<file path="src/nes_loader_pkg.sv">
////////////////////////////////////////////////////////////////////////////
// Cartridge loader types and constants
// iNES header layout, mapper flags word and the memory write beat
////////////////////////////////////////////////////////////////////////////

package nes_loader_pkg;

	localparam int ADDR_W        = 22;  // Cartridge memory address width
	localparam int HEADER_BYTES  = 16;
	localparam int PRG_UNIT_LOG2 = 14;  // 16 KiB per PRG page
	localparam int CHR_UNIT_LOG2 = 13;  // 8 KiB per CHR page

	// "NES" then 1A hex, first byte on top
	localparam logic [31:0] INES_MAGIC = 32'h4E45_531A;

	////////////////////////////////////////////////////////////////////////////
	// iNES header
	////////////////////////////////////////////////////////////////////////////

	// Named view, first stream byte in the top bits
	typedef struct packed {
		logic [3:0][7:0] magic;
		logic [7:0]      prg_pages;   // 16 KiB units
		logic [7:0]      chr_pages;   // 8 KiB units, zero means CHR RAM
		logic [7:0]      flags6;
		logic [7:0]      flags7;
		logic [7:0]      flags8;
		logic [7:0]      flags9;
		logic [5:0][7:0] tail;        // Bytes 10 to 15
	} ines_fields_t;

	// Same 128 bits seen as stream bytes, index 0 on top
	typedef union packed {
		logic [0:HEADER_BYTES-1][7:0] bytes;
		ines_fields_t                 fields;
	} ines_header_u;

	////////////////////////////////////////////////////////////////////////////
	// Mapper flags word handed to the console core
	////////////////////////////////////////////////////////////////////////////

	typedef struct packed {
		logic [5:0] reserved;
		logic       has_saves;    // Battery backed RAM present
		logic [7:0] submapper;    // NES 2.0 only
		logic       four_screen;
		logic       chr_ram;
		logic       mirroring;    // 1 = vertical
		logic [2:0] chr_size;     // log2 of CHR size in 8 KiB units
		logic [2:0] prg_size;     // log2 of PRG size in 16 KiB units
		logic [7:0] mapper;
	} mapper_flags_t;

	////////////////////////////////////////////////////////////////////////////
	// Memory side
	////////////////////////////////////////////////////////////////////////////

	// One byte write into cartridge memory
	typedef struct packed {
		logic [ADDR_W-1:0] addr;
		logic [7:0]        data;
	} mem_write_t;

endpackage

</file>
<file path="src/ines_header_capture.sv">
////////////////////////////////////////////////////////////////////////////
// iNES header capture
// Collects the first 16 stream bytes and checks magic and trainer flag
////////////////////////////////////////////////////////////////////////////

`timescale 1ns/1ps

module ines_header_capture (
	input  logic                        clk,
	input  logic                        reset_nes,
	input  logic                        load_start,
	input  logic [7:0]                  in_data,
	input  logic                        byte_take,     // Header byte accepted
	output nes_loader_pkg::ines_header_u header,
	output logic                        header_valid,  // One cycle after byte 16
	output logic                        header_ok
);

	import nes_loader_pkg::*;

	logic [3:0] byte_cnt;
	logic       full;       // All header bytes in, ignore further strobes
	logic       magic_ok;
	logic       capture;

	assign capture = byte_take && !full;

	// Byte counter and completion pulse
	always_ff @(posedge clk) begin
		if (reset_nes || load_start) begin
			byte_cnt     <= '0;
			full         <= 1'b0;
			header_valid <= 1'b0;
		end else begin
			header_valid <= 1'b0;
			if (capture) begin
				byte_cnt <= byte_cnt + 1'b1;
				if (byte_cnt == 4'(HEADER_BYTES - 1)) begin
					full         <= 1'b1;
					header_valid <= 1'b1;
				end
			end
		end
	end

	// Header storage
	always_ff @(posedge clk) begin
		if (capture)
			header.bytes[byte_cnt] <= in_data;
	end

	// Magic compared byte by byte against the stream order
	always_comb begin
		magic_ok = 1'b1;
		for (int i = 0; i < 4; i++) begin
			if (header.bytes[i] != INES_MAGIC[31 - 8*i -: 8])
				magic_ok = 1'b0;
		end
	end

	// Trainers are not supported
	assign header_ok = magic_ok && !header.fields.flags6[2];

	// At most one header per load
	a_single_header: assert property (
		@(posedge clk) disable iff (reset_nes)
		header_valid |=> (!header_valid) until load_start
	) else $error("header_valid repeated within one load");

endmodule

</file>
<file path="src/mapper_flags_decode.sv">
////////////////////////////////////////////////////////////////////////////
// Mapper flags decode
// Builds the 32-bit mapper flags word from a captured iNES header
////////////////////////////////////////////////////////////////////////////

`timescale 1ns/1ps

module mapper_flags_decode (
	input  nes_loader_pkg::ines_header_u  header,
	input  logic                          invert_mirroring,
	output nes_loader_pkg::mapper_flags_t flags
);

	logic is_nes20;
	logic is_dirty;

	// Smallest k with pages <= 2**k, capped at 7
	function automatic logic [2:0] size_code(input logic [7:0] pages);
		logic [2:0] code;
		code = 3'd7;
		for (int k = 6; k >= 0; k--) begin
			if ({1'b0, pages} <= (9'd1 << k))
				code = k[2:0];
		end
		return code;
	endfunction

	////////////////////////////////////////////////////////////////////////////
	// Header format
	////////////////////////////////////////////////////////////////////////////

	assign is_nes20 = (header.fields.flags7[3:2] == 2'b10);

	// iNES 1.0 dumps with junk in the upper bytes
	assign is_dirty = !is_nes20 &&
	                  ((header.fields.flags9[7:1] != '0) || (header.fields.tail != '0));

	////////////////////////////////////////////////////////////////////////////
	// Flags word
	////////////////////////////////////////////////////////////////////////////

	assign flags.reserved    = '0;
	assign flags.has_saves   = header.fields.flags6[1];
	assign flags.submapper   = is_nes20 ? header.fields.flags8 : 8'h00;
	assign flags.four_screen = header.fields.flags6[3];
	assign flags.chr_ram     = (header.fields.chr_pages == 8'h00);
	assign flags.mirroring   = header.fields.flags6[0] ^ invert_mirroring;
	assign flags.chr_size    = size_code(header.fields.chr_pages);
	assign flags.prg_size    = size_code(header.fields.prg_pages);

	// High nibble untrusted on a dirty header
	assign flags.mapper = {is_dirty ? 4'h0 : header.fields.flags7[7:4],
	                       header.fields.flags6[7:4]};

endmodule

</file>
<file path="src/rom_load_sequencer.sv">
////////////////////////////////////////////////////////////////////////////
// ROM load sequencer
// Steers header bytes to capture, then streams PRG and CHR to memory
////////////////////////////////////////////////////////////////////////////

`timescale 1ns/1ps

module rom_load_sequencer #(
	parameter logic [nes_loader_pkg::ADDR_W-1:0] CHR_BASE = 22'h200000
) (
	input  logic                          clk,
	input  logic                          reset_nes,
	input  logic                          load_start,
	input  logic [7:0]                    in_data,
	input  logic                          in_valid,
	input  logic                          mem_ready,
	input  nes_loader_pkg::ines_header_u  header,
	input  logic                          header_valid,
	input  logic                          header_ok,
	input  nes_loader_pkg::mapper_flags_t flags_in,
	output logic                          in_ready,
	output logic                          byte_take,
	output nes_loader_pkg::mem_write_t    mem_wr,
	output logic                          mem_valid,
	output logic                          busy,
	output logic                          done,
	output logic                          error,
	output nes_loader_pkg::mapper_flags_t flags
);

	import nes_loader_pkg::*;

	typedef enum logic [2:0] {
		ST_HEADER,
		ST_PRG,
		ST_CHR,
		ST_FINISHED,
		ST_FAILED
	} seq_state_t;

	seq_state_t        state;
	logic [ADDR_W-1:0] remaining;     // Bytes left in the current phase
	logic [ADDR_W-1:0] addr;
	logic [ADDR_W-1:0] prg_bytes;
	logic [ADDR_W-1:0] chr_bytes;
	logic              payload_phase;
	logic              pay_take;
	logic              phase_end;

	assign prg_bytes = {{(ADDR_W-8){1'b0}}, header.fields.prg_pages} << PRG_UNIT_LOG2;
	assign chr_bytes = {{(ADDR_W-8){1'b0}}, header.fields.chr_pages} << CHR_UNIT_LOG2;

	assign payload_phase = ((state == ST_PRG) || (state == ST_CHR)) && (remaining != '0);

	////////////////////////////////////////////////////////////////////////////
	// Stream steering
	////////////////////////////////////////////////////////////////////////////

	always_comb begin
		case (state)
			ST_HEADER:      in_ready = !header_valid;  // Hold off while header settles
			ST_PRG, ST_CHR: in_ready = mem_ready && (remaining != '0);
			default:        in_ready = 1'b1;           // Drain and discard
		endcase
	end

	assign byte_take = in_valid && in_ready && (state == ST_HEADER);

	// Payload goes straight through to the memory port
	assign mem_valid   = in_valid && payload_phase;
	assign mem_wr.addr = addr;
	assign mem_wr.data = in_data;

	assign pay_take  = mem_valid && mem_ready;
	assign phase_end = (remaining == '0) || (pay_take && (remaining == ADDR_W'(1)));

	////////////////////////////////////////////////////////////////////////////
	// Phase FSM
	////////////////////////////////////////////////////////////////////////////

	always_ff @(posedge clk) begin
		if (reset_nes || load_start) begin
			state     <= ST_HEADER;
			busy      <= 1'b0;
			done      <= 1'b0;
			error     <= 1'b0;
			remaining <= '0;
			addr      <= '0;
		end else begin
			case (state)
				ST_HEADER: begin
					if (header_valid) begin
						addr      <= '0;
						remaining <= prg_bytes;
						if (header_ok) begin
							state <= ST_PRG;
							busy  <= 1'b1;
						end else begin
							state <= ST_FAILED;
							error <= 1'b1;
							done  <= 1'b1;
						end
					end
				end
				ST_PRG, ST_CHR: begin
					if (phase_end) begin
						if (state == ST_PRG) begin
							state     <= ST_CHR;
							remaining <= chr_bytes;
							addr      <= CHR_BASE;
						end else begin
							state     <= ST_FINISHED;
							remaining <= '0;
							busy      <= 1'b0;
							done      <= 1'b1;
						end
					end else if (pay_take) begin
						remaining <= remaining - 1'b1;
						addr      <= addr + 1'b1;
					end
				end
				default: ;  // Finished or failed, wait for restart
			endcase
		end
	end

	// Flags survive load_start, only reset clears them
	always_ff @(posedge clk) begin
		if (reset_nes)
			flags <= '0;
		else if (header_valid)
			flags <= flags_in;
	end

	////////////////////////////////////////////////////////////////////////////
	// Checks
	////////////////////////////////////////////////////////////////////////////

	// Every beat lands inside the region of its own phase
	a_mem_in_payload: assert property (
		@(posedge clk) disable iff (reset_nes)
		mem_valid |-> busy &&
		              (((state == ST_PRG) && (addr < prg_bytes)) ||
		               ((state == ST_CHR) && ((addr - CHR_BASE) < chr_bytes)))
	) else $error("memory write outside its PRG or CHR region");

	// Inside one phase the count only moves down
	a_count_no_wrap: assert property (
		@(posedge clk) disable iff (reset_nes || load_start)
		(state == $past(state)) |-> (remaining <= $past(remaining))
	) else $error("remaining byte count wrapped");

	a_busy_done: assert property (
		@(posedge clk) disable iff (reset_nes)
		!(busy && done)
	) else $error("busy and done high together");

endmodule

</file>
<file path="src/nes_cart_loader.sv">
////////////////////////////////////////////////////////////////////////////
// iNES cartridge loader top level
// Header capture, mapper decode and PRG/CHR write sequencing
////////////////////////////////////////////////////////////////////////////

`timescale 1ns/1ps

module nes_cart_loader #(
	parameter logic [nes_loader_pkg::ADDR_W-1:0] CHR_BASE = 22'h200000
) (
	input  logic                          clk,
	input  logic                          reset_nes,
	input  logic                          load_start,
	input  logic [7:0]                    in_data,
	input  logic                          in_valid,
	input  logic                          mem_ready,
	input  logic                          invert_mirroring,
	output logic                          in_ready,
	output nes_loader_pkg::mem_write_t    mem_wr,
	output logic                          mem_valid,
	output logic                          busy,
	output logic                          done,
	output logic                          error,
	output nes_loader_pkg::mapper_flags_t flags
);

	import nes_loader_pkg::*;

	ines_header_u  header;
	logic          header_valid;
	logic          header_ok;
	logic          byte_take;
	mapper_flags_t flags_dec;    // Live decode, latched by the sequencer

	ines_header_capture i_ines_header_capture (
		.clk          (clk),
		.reset_nes    (reset_nes),
		.load_start   (load_start),
		.in_data      (in_data),
		.byte_take    (byte_take),
		.header       (header),
		.header_valid (header_valid),
		.header_ok    (header_ok)
	);

	mapper_flags_decode i_mapper_flags_decode (
		.header           (header),
		.invert_mirroring (invert_mirroring),
		.flags            (flags_dec)
	);

	rom_load_sequencer #(
		.CHR_BASE (CHR_BASE)
	) i_rom_load_sequencer (
		.clk          (clk),
		.reset_nes    (reset_nes),
		.load_start   (load_start),
		.in_data      (in_data),
		.in_valid     (in_valid),
		.mem_ready    (mem_ready),
		.header       (header),
		.header_valid (header_valid),
		.header_ok    (header_ok),
		.flags_in     (flags_dec),
		.in_ready     (in_ready),
		.byte_take    (byte_take),
		.mem_wr       (mem_wr),
		.mem_valid    (mem_valid),
		.busy         (busy),
		.done         (done),
		.error        (error),
		.flags        (flags)
	);

endmodule

</file>
<file path="config.mk">
export PLATFORM = sky130hd
export DESIGN_NAME = nes_cart_loader
export DESIGN_NICKNAME = d
export VERILOG_FILES = /design/src/nes_loader_pkg.sv /design/src/ines_header_capture.sv /design/src/mapper_flags_decode.sv /design/src/rom_load_sequencer.sv /design/src/nes_cart_loader.sv
export SDC_FILE = /design/constraint.sdc
export NUM_CORES = 1
export LEC_CHECK = 0
export ABC_AREA = 1
export BUFFER_PORTS_ARGS = -buffer_cell sky130_fd_sc_hd__buf_2
export CELL_PAD_IN_SITES_DETAIL_PLACEMENT = 1
export CELL_PAD_IN_SITES_GLOBAL_PLACEMENT = 1
export CORE_ASPECT_RATIO = 0.9
export CORE_MARGIN = 10
export CORE_UTILIZATION = 50
export DETAILED_ROUTE_END_ITERATION = 10
export GPL_ROUTABILITY_DRIVEN = 0
export PLACE_DENSITY_LB_ADDON = 0.12
export SLEW_MARGIN = 0
export SYNTH_ARGS = -nofsm -noshare
export SYNTH_HDL_FRONTEND = slang
export SYNTH_SLANG_ARGS = --single-unit
</file>
<file path="constraint.sdc">
create_clock -name clk -period 6.4 [get_ports clk]
set_input_delay 1.6 -clock clk [delete_from_list [all_inputs] [get_ports clk]]
set_output_delay 1.6 -clock clk [all_outputs]
set_load 0.005 [all_outputs]
</file>
==> metrics.csv, run 1 <==
metric,value,unit
status,"finished, final reports clean",
antenna_found_initial,0,
rsz0062_at_grt,no,
ant_nets,0,
die-width,161,um
h-tree-depth,1,
timing.rr.start,i_ines_header_capture.header_valid,
fin_crit,4610,ps
cp_slowest_stage_delay,1110,ps
worstPathCellList,inv_1 > nand2_1 > o21ai_2 > inv_2 > nand2_1 > buf_2,
cp_slowest_cell,dfxtp_1,
required,4800,ps
first_pass_iters,5,
met3_usage,3.60,%
cts_resized,0,
crit_type,reg -> out,
placementRows,46,
clock_latency,510,ps
initialDrtViolationCount,437,
gr-usage-met1,27.7,%
finalClockSkew,11.5,ps
worstHoldStart,i_rom_load_sequencer.remaining[20],
diodes,0,
crit_fanout,34,
fmax,217,MHz
viasPerCell,5.53,
totalWireLength,25.6,mm
instances_no_fill,1265,
grt_pass1_vias,7245,
p_leak,0.00385,uW
ir_drop,0.276,mV
place_inst,1223,
drive_above_1_share,14.1,%
path_clk_slew,60,ps
syn-cell-area,8960,um2
clockBufferDepth,3,
fp.dieH,147,um
avgSynthCellArea,9.51,um2
relSlewSlack,20.5,%
final.setup.tns,0,ps
synth_seq_area_share,60.2,%
synth_seq_cells,207,
async_flop_share,0,%
grt_pass1_wl,40.7,mm
fin_crit_sh,72.0,%
cts_tree,built,
r2r-end,i_rom_load_sequencer.addr[21],
grt.busiest_layer,met2,
coreArea,17600,um2
setup_viol,0,
cp_data_arrival_time,3010,ps
ys_types,41,
slew_violations,0,
grt_overflow,0,
rrSetupSlack,2780,ps
io_buffers,74,
fillers,2047,
cp-start-kind,register,
hold_depth,2,
finalNetCount,1029,
hold_class,reg -> reg,
post-route-drc-count,0,
hold_buffers,0,
hold_viol,0,
endpoint_kind,primary output,
clock_tree.root_cell,clkbuf_16,
tightest_slew,1190,ps
io_pins,81,
initial_core_util,50.9,%
met2_usage,36.3,%
numClockSinks,207,
power_density,266,nW/um2
die-area,23700,um2
cp_common_cell,nand2_1,
ys.flop_type,edfxtp_1,
syn_inst,942,
track_usage,21.3,%
dp_hpwl,18.0,mm
vias,6996,
cap_viol_max_count,0,
area_growth,13.0,%
cts_buffers,23,
yosys_warnings,0,
synth_edf_count,125,
grt_start_max_net_pins,37,
post_cts_buffers,0,
detail_route.wl_per_cell,20.3,um
holdPathEnd,i_rom_load_sequencer.remaining[20],
r2r_cells,10,
-- through the flow --
step           util, %  hold WS, ps  cell area [um2]  power [uW]  worst slack, ps
6_report          57.5          471            10100        2700             1790
5_1_grt           57.5          504            10100        2770             1550
4_1_cts           57.5          468            10100        2710             1810
3_5_place_dp      53.5          458             9420        1500             2420
3_3_place_gp      53.5          449             9420        1490             2570
2_1_floorplan        -          445             8980        1470             3020
-- synthesized netlist by cell type, drive strengths merged (5+ instances only) --
| cell | n | area share (%) |
|---|---|---|
| inv | 92 | 3.9 |
| edfxtp | 125 | 42 |
| nand2 | 192 | 8.3 |
| xnor2 | 5 | 0.49 |
| nor3 | 30 | 1.7 |
| xor2 | 17 | 1.7 |
| nand3 | 59 | 3.5 |
| nor2 | 131 | 5.9 |
| o21ai | 44 | 2.5 |
| buf | 24 | 2.0 |
| ha | 7 | 0.98 |
| a21oi | 60 | 3.4 |
| nand4 | 23 | 1.7 |
| dfxtp | 82 | 18 |
| nor3b | 6 | 0.61 |
| clkbuf | 15 | 0.63 |
| nor4 | 14 | 0.98 |
-- kinds of logic after synthesis --
kind of cell,count (synthesis),synth area share (%)
flip-flops,207,60.2
other,1,0.0419
AO/OA/AOI/OAI,113,6.91
buffers and inverters,132,6.61
adder cells (fa/ha/maj),7,0.978
AND/OR/NAND/NOR,460,23.1
XOR/XNOR,22,2.15
-- final cells by class --
cell class                      count  area, um2  area share, %
Timing Repair Buffer               75        378           3.73
Clock inverter                     15        111           1.10
Tap cell                          240        300           2.97
Multi-Input combinational cell    608       2990           29.5
Sequential cell                   207       5400           53.3
Clock buffer                       27        591           5.84
Inverter                           93        354           3.50
-- cell usage in the layout, fill, tap and decap left out, types with 5 or more instances in the layout --
cell type,synthesis,final
dfxtp_1,82,82
clkbuf_16,0,23
nand3_1,57,57
a21oi_1,59,59
clkinvlp_4,0,7
conb_1,1,6
xor2_1,17,17
xnor2_1,5,5
nor2_1,121,121
nand2_1,183,183
nand2_2,9,9
nor4_1,14,14
nand4_1,21,21
inv_1,88,88
o21ai_0,40,40
buf_2,4,74
nor2_2,8,8
edfxtp_1,125,125
ha_1,7,7
nor3_1,30,30
-- routing by layer --
| layer | share of wire (%) | wire (um) | vias to the layer above |
|---|---|---|---|
| li1 | - | - | 3291 |
| met1 | 45 | 11500 | 3499 |
| met2 | 49 | 12500 | 167 |
| met3 | 4.4 | 1130 | 39 |
| met4 | 2.1 | 531 | 0 |
| met5 | 0 | 0 | - |
-- worst max path at each step --
stage                                  startpoint        end  slack, ps  cells after the start
2_1_floorplan                            in_valid  mem_valid       3020                      2
3_3_place_gp   i_ines_header_capture.header_valid   in_ready       2570                      6
3_5_place_dp   i_ines_header_capture.header_valid   in_ready       2420                      6
4_1_cts        i_ines_header_capture.header_valid   in_ready       1810                      6
5_1_grt        i_ines_header_capture.header_valid   in_ready       1550                      6
6_report       i_ines_header_capture.header_valid   in_ready       1790                      6
-- worst max-delay path, delay by kind of cell (launching register included) --
kind | cells | cell delay, ps
DFF | 1 | 1110
buffers and inverters | 3 | 930
and+or+nand+nor | 2 | 340
AOI/OAI and AO/OA | 1 | 110
-- report_power, final --
group          switching [uW]  internal (uW)
Sequential               2.27           1420
Clock                     554            673
Combinational            40.3           8.33
-- registers in the layout, summed over array words and instances, names as in the netlist --
signal,cells
i_ines_header_capture.byte_cnt,4
i_ines_header_capture.full,1
i_ines_header_capture.header,125
i_ines_header_capture.header_valid,1
i_rom_load_sequencer.addr,22
i_rom_load_sequencer.busy,1
i_rom_load_sequencer.done,1
i_rom_load_sequencer.error,1
i_rom_load_sequencer.flags,26
i_rom_load_sequencer.remaining,22
i_rom_load_sequencer.state,3
Note: power is estimated with default switching activity, not from simulation.
==> inputs of run 2 (changes only) <==
- ABC_AREA: 1 -> 0
- CORE_UTILIZATION: 50 -> 47
- clock period: 6.4 -> 4.58 ns (I/O delays scaled with it)
==> run 2 against run 1 <==
Critical path depth down 1. Worst setup slack lost 630 ps. Wire length fell by 18%. Global-route usage decreased by 3.7 points. Register-to-register slack got worse by 1200 ps. Sequential power increased by 39%. Cell area shrank 4.3%. Final cell count down 18%. Clock skew fell by 0.57 ps. Highest routed layer unchanged.
==> metrics.csv, run 2 <==
metric,value,unit
initial_core_util,48.0,%
die-area,23800,um2
placementRows,46,
status,"finished, final reports clean",
die-width,162,um
r2r_cells,6,
rsz0062_at_grt,no,
clock_latency,510,ps
hold_depth,2,
final_cell_mix,"edfxtp_1, dfxtp_1, nor2_1",
p_leak,0.00333,uW
area_growth,14.2,%
ys.flop_type,edfxtp_1,
endpoint_kind,primary output,
dp_hpwl,14.1,mm
grt_pass1_vias,6412,
total_power,3860,uW
antenna_found_initial,0,
relSlewSlack,28.2,%
rrSetupSlack,1580,ps
synth_common_cells,"edfxtp_1, dfxtp_1, nor2_1",
crit_fanout,9,
post-route-drc-count,0,
yosys_warnings,0,
detail_route.wl_per_cell,20.3,um
setup_viol,0,
grt_start_max_net_pins,43,
fp.dieH,147,um
finalClockSkew,10.9,ps
synth_seq_cells,207,
io_buffers,74,
cp-start-kind,register,
synth_area_leaders,"edfxtp_1, dfxtp_1, nor2_1, a21oi_1, xor2_1",
timing.rr.start,i_rom_load_sequencer.remaining[2],
numClockSinks,207,
crit_type,reg -> out,
synth_largest_area_cell,edfxtp_1,
drive_above_1_share,15.7,%
track_usage,17.5,%
slew_violations,0,
hold_class,reg -> reg,
synth_edf_count,125,
hold_viol,0,
diodes,0,
startpoint,i_rom_load_sequencer.remaining[2],
tightest_slew,1070,ps
h-tree-depth,1,
cp_data_arrival_time,2270,ps
hold_buffers,0,
fin_crit_sh,74.6,%
cts_tree,built,
synth_top_area_share,44.3,%
path_clk_slew,60,ps
final_core_util,54.8,%
fin_crit,3420,ps
fmax,293,MHz
syn-cell-area,8480,um2
required,3430,ps
whs,465,ps
cts_buffers,23,
vias,5860,
clockBufferDepth,3,
ys_types,66,
instances_no_fill,1036,
cts_resized,0,
ir_drop,0.303,mV
io_pins,81,
endpoint,mem_valid,
power_density,399,nW/um2
initialDrtViolationCount,398,
avgSynthCellArea,11.8,um2
grt_overflow,0,
largest_reg_flops,125,
place_inst,994,
synth_seq_area_share,63.6,%
syn_inst,717,
ant_nets,0,
post_cts_buffers,0,
async_flop_share,0,%
synth.most_common_cell,edfxtp_1,
final_common_cell,edfxtp_1,
cap_viol_max_count,0,
viasPerCell,5.66,
grt_pass1_wl,34.2,mm
totalWireLength,21.0,mm
coreArea,17700,um2
first_pass_iters,4,
finalNetCount,800,
final.setup.tns,0,ps
clock_tree.root_cell,clkbuf_16,
r2r-end,i_rom_load_sequencer.remaining[21],
[run 2: cell types whose count changed in the layout (fill, tap and decap cells not counted), sizes merged, moves of 10 or more]
| cell | delta |
|---|---|
| o21ai | -22 |
| nand2b | +13 |
| inv | -84 |
| or3 | +10 |
| nor4 | +10 |
| a21oi | -11 |
| nor2 | -51 |
| nand3 | -27 |
| mux2i | +10 |
| nand2 | -159 |
[run 2: cell type report]
cell class                      instances  area, um2
Multi-Input combinational cell        462       2820
Clock inverter                         10        106
Fill cell                            1879       7980
Clock buffer                           32        639
Inverter                                8       30.0
Timing Repair Buffer                   77        393
Sequential cell                       207       5400
Tap cell                              240        300
[run 2: worst min path at each step]
stage | startpoint | slack (ps) | endpoint
6_report | i_rom_load_sequencer.flags[8] | 470 | i_rom_load_sequencer.flags[8]
5_1_grt | i_rom_load_sequencer.flags[22] | 500 | i_rom_load_sequencer.flags[22]
3_5_place_dp | i_rom_load_sequencer.flags[8] | 460 | i_rom_load_sequencer.flags[8]
3_3_place_gp | i_rom_load_sequencer.flags[19] | 450 | i_rom_load_sequencer.flags[19]
4_1_cts | i_rom_load_sequencer.flags[8] | 470 | i_rom_load_sequencer.flags[8]
2_1_floorplan | i_ines_header_capture.full | 440 | i_ines_header_capture.full
[run 2: critical path: stages (launching register included)]
cell	delay, ps
dfxtp_1	360
nor3_1	430
and4b_1	480
nand3_1	150
and3_1	210
buf_2	120
[run 2: cell families after synthesis]
| group | share of synthesized area, % |
|---|---|
| AOI/OAI and AO/OA | 9.00 |
| adders and majority gates | 1.03 |
| other | 0.0442 |
| and+or+nand+nor | 18.4 |
| buffers and inverters | 3.45 |
| xor gates and xnor gates | 3.31 |
| DFF | 63.6 |
| muxes | 1.18 |
[run 2: power by group]
group | switching, uW | leakage, uW | internal (uW) | total, uW
Sequential | 2.71 | 0.00179 | 1980 | 1980
Combinational | 50.6 | 0.00118 | 11.8 | 62.4
Clock | 726 | 0.000367 | 1090 | 1820
[run 2: through the flow]
step | instance area, um2 | setup WS (ps)
final | 9690 | 1160
after global routing | 9690 | 931
after CTS | 9690 | 1130
after detailed placement | 8940 | 1330
after global placement | 8940 | 1460
after floorplan | 8500 | 1830
[run 2: layer usage]
layer,vias to the layer above,track usage (%),wire length [um]
met3,25,3.05,820
met1,2946,23.5,9930
met2,110,29.0,9900
met5,-,0,0
met4,0,4.32,331
li1,2779,-,-
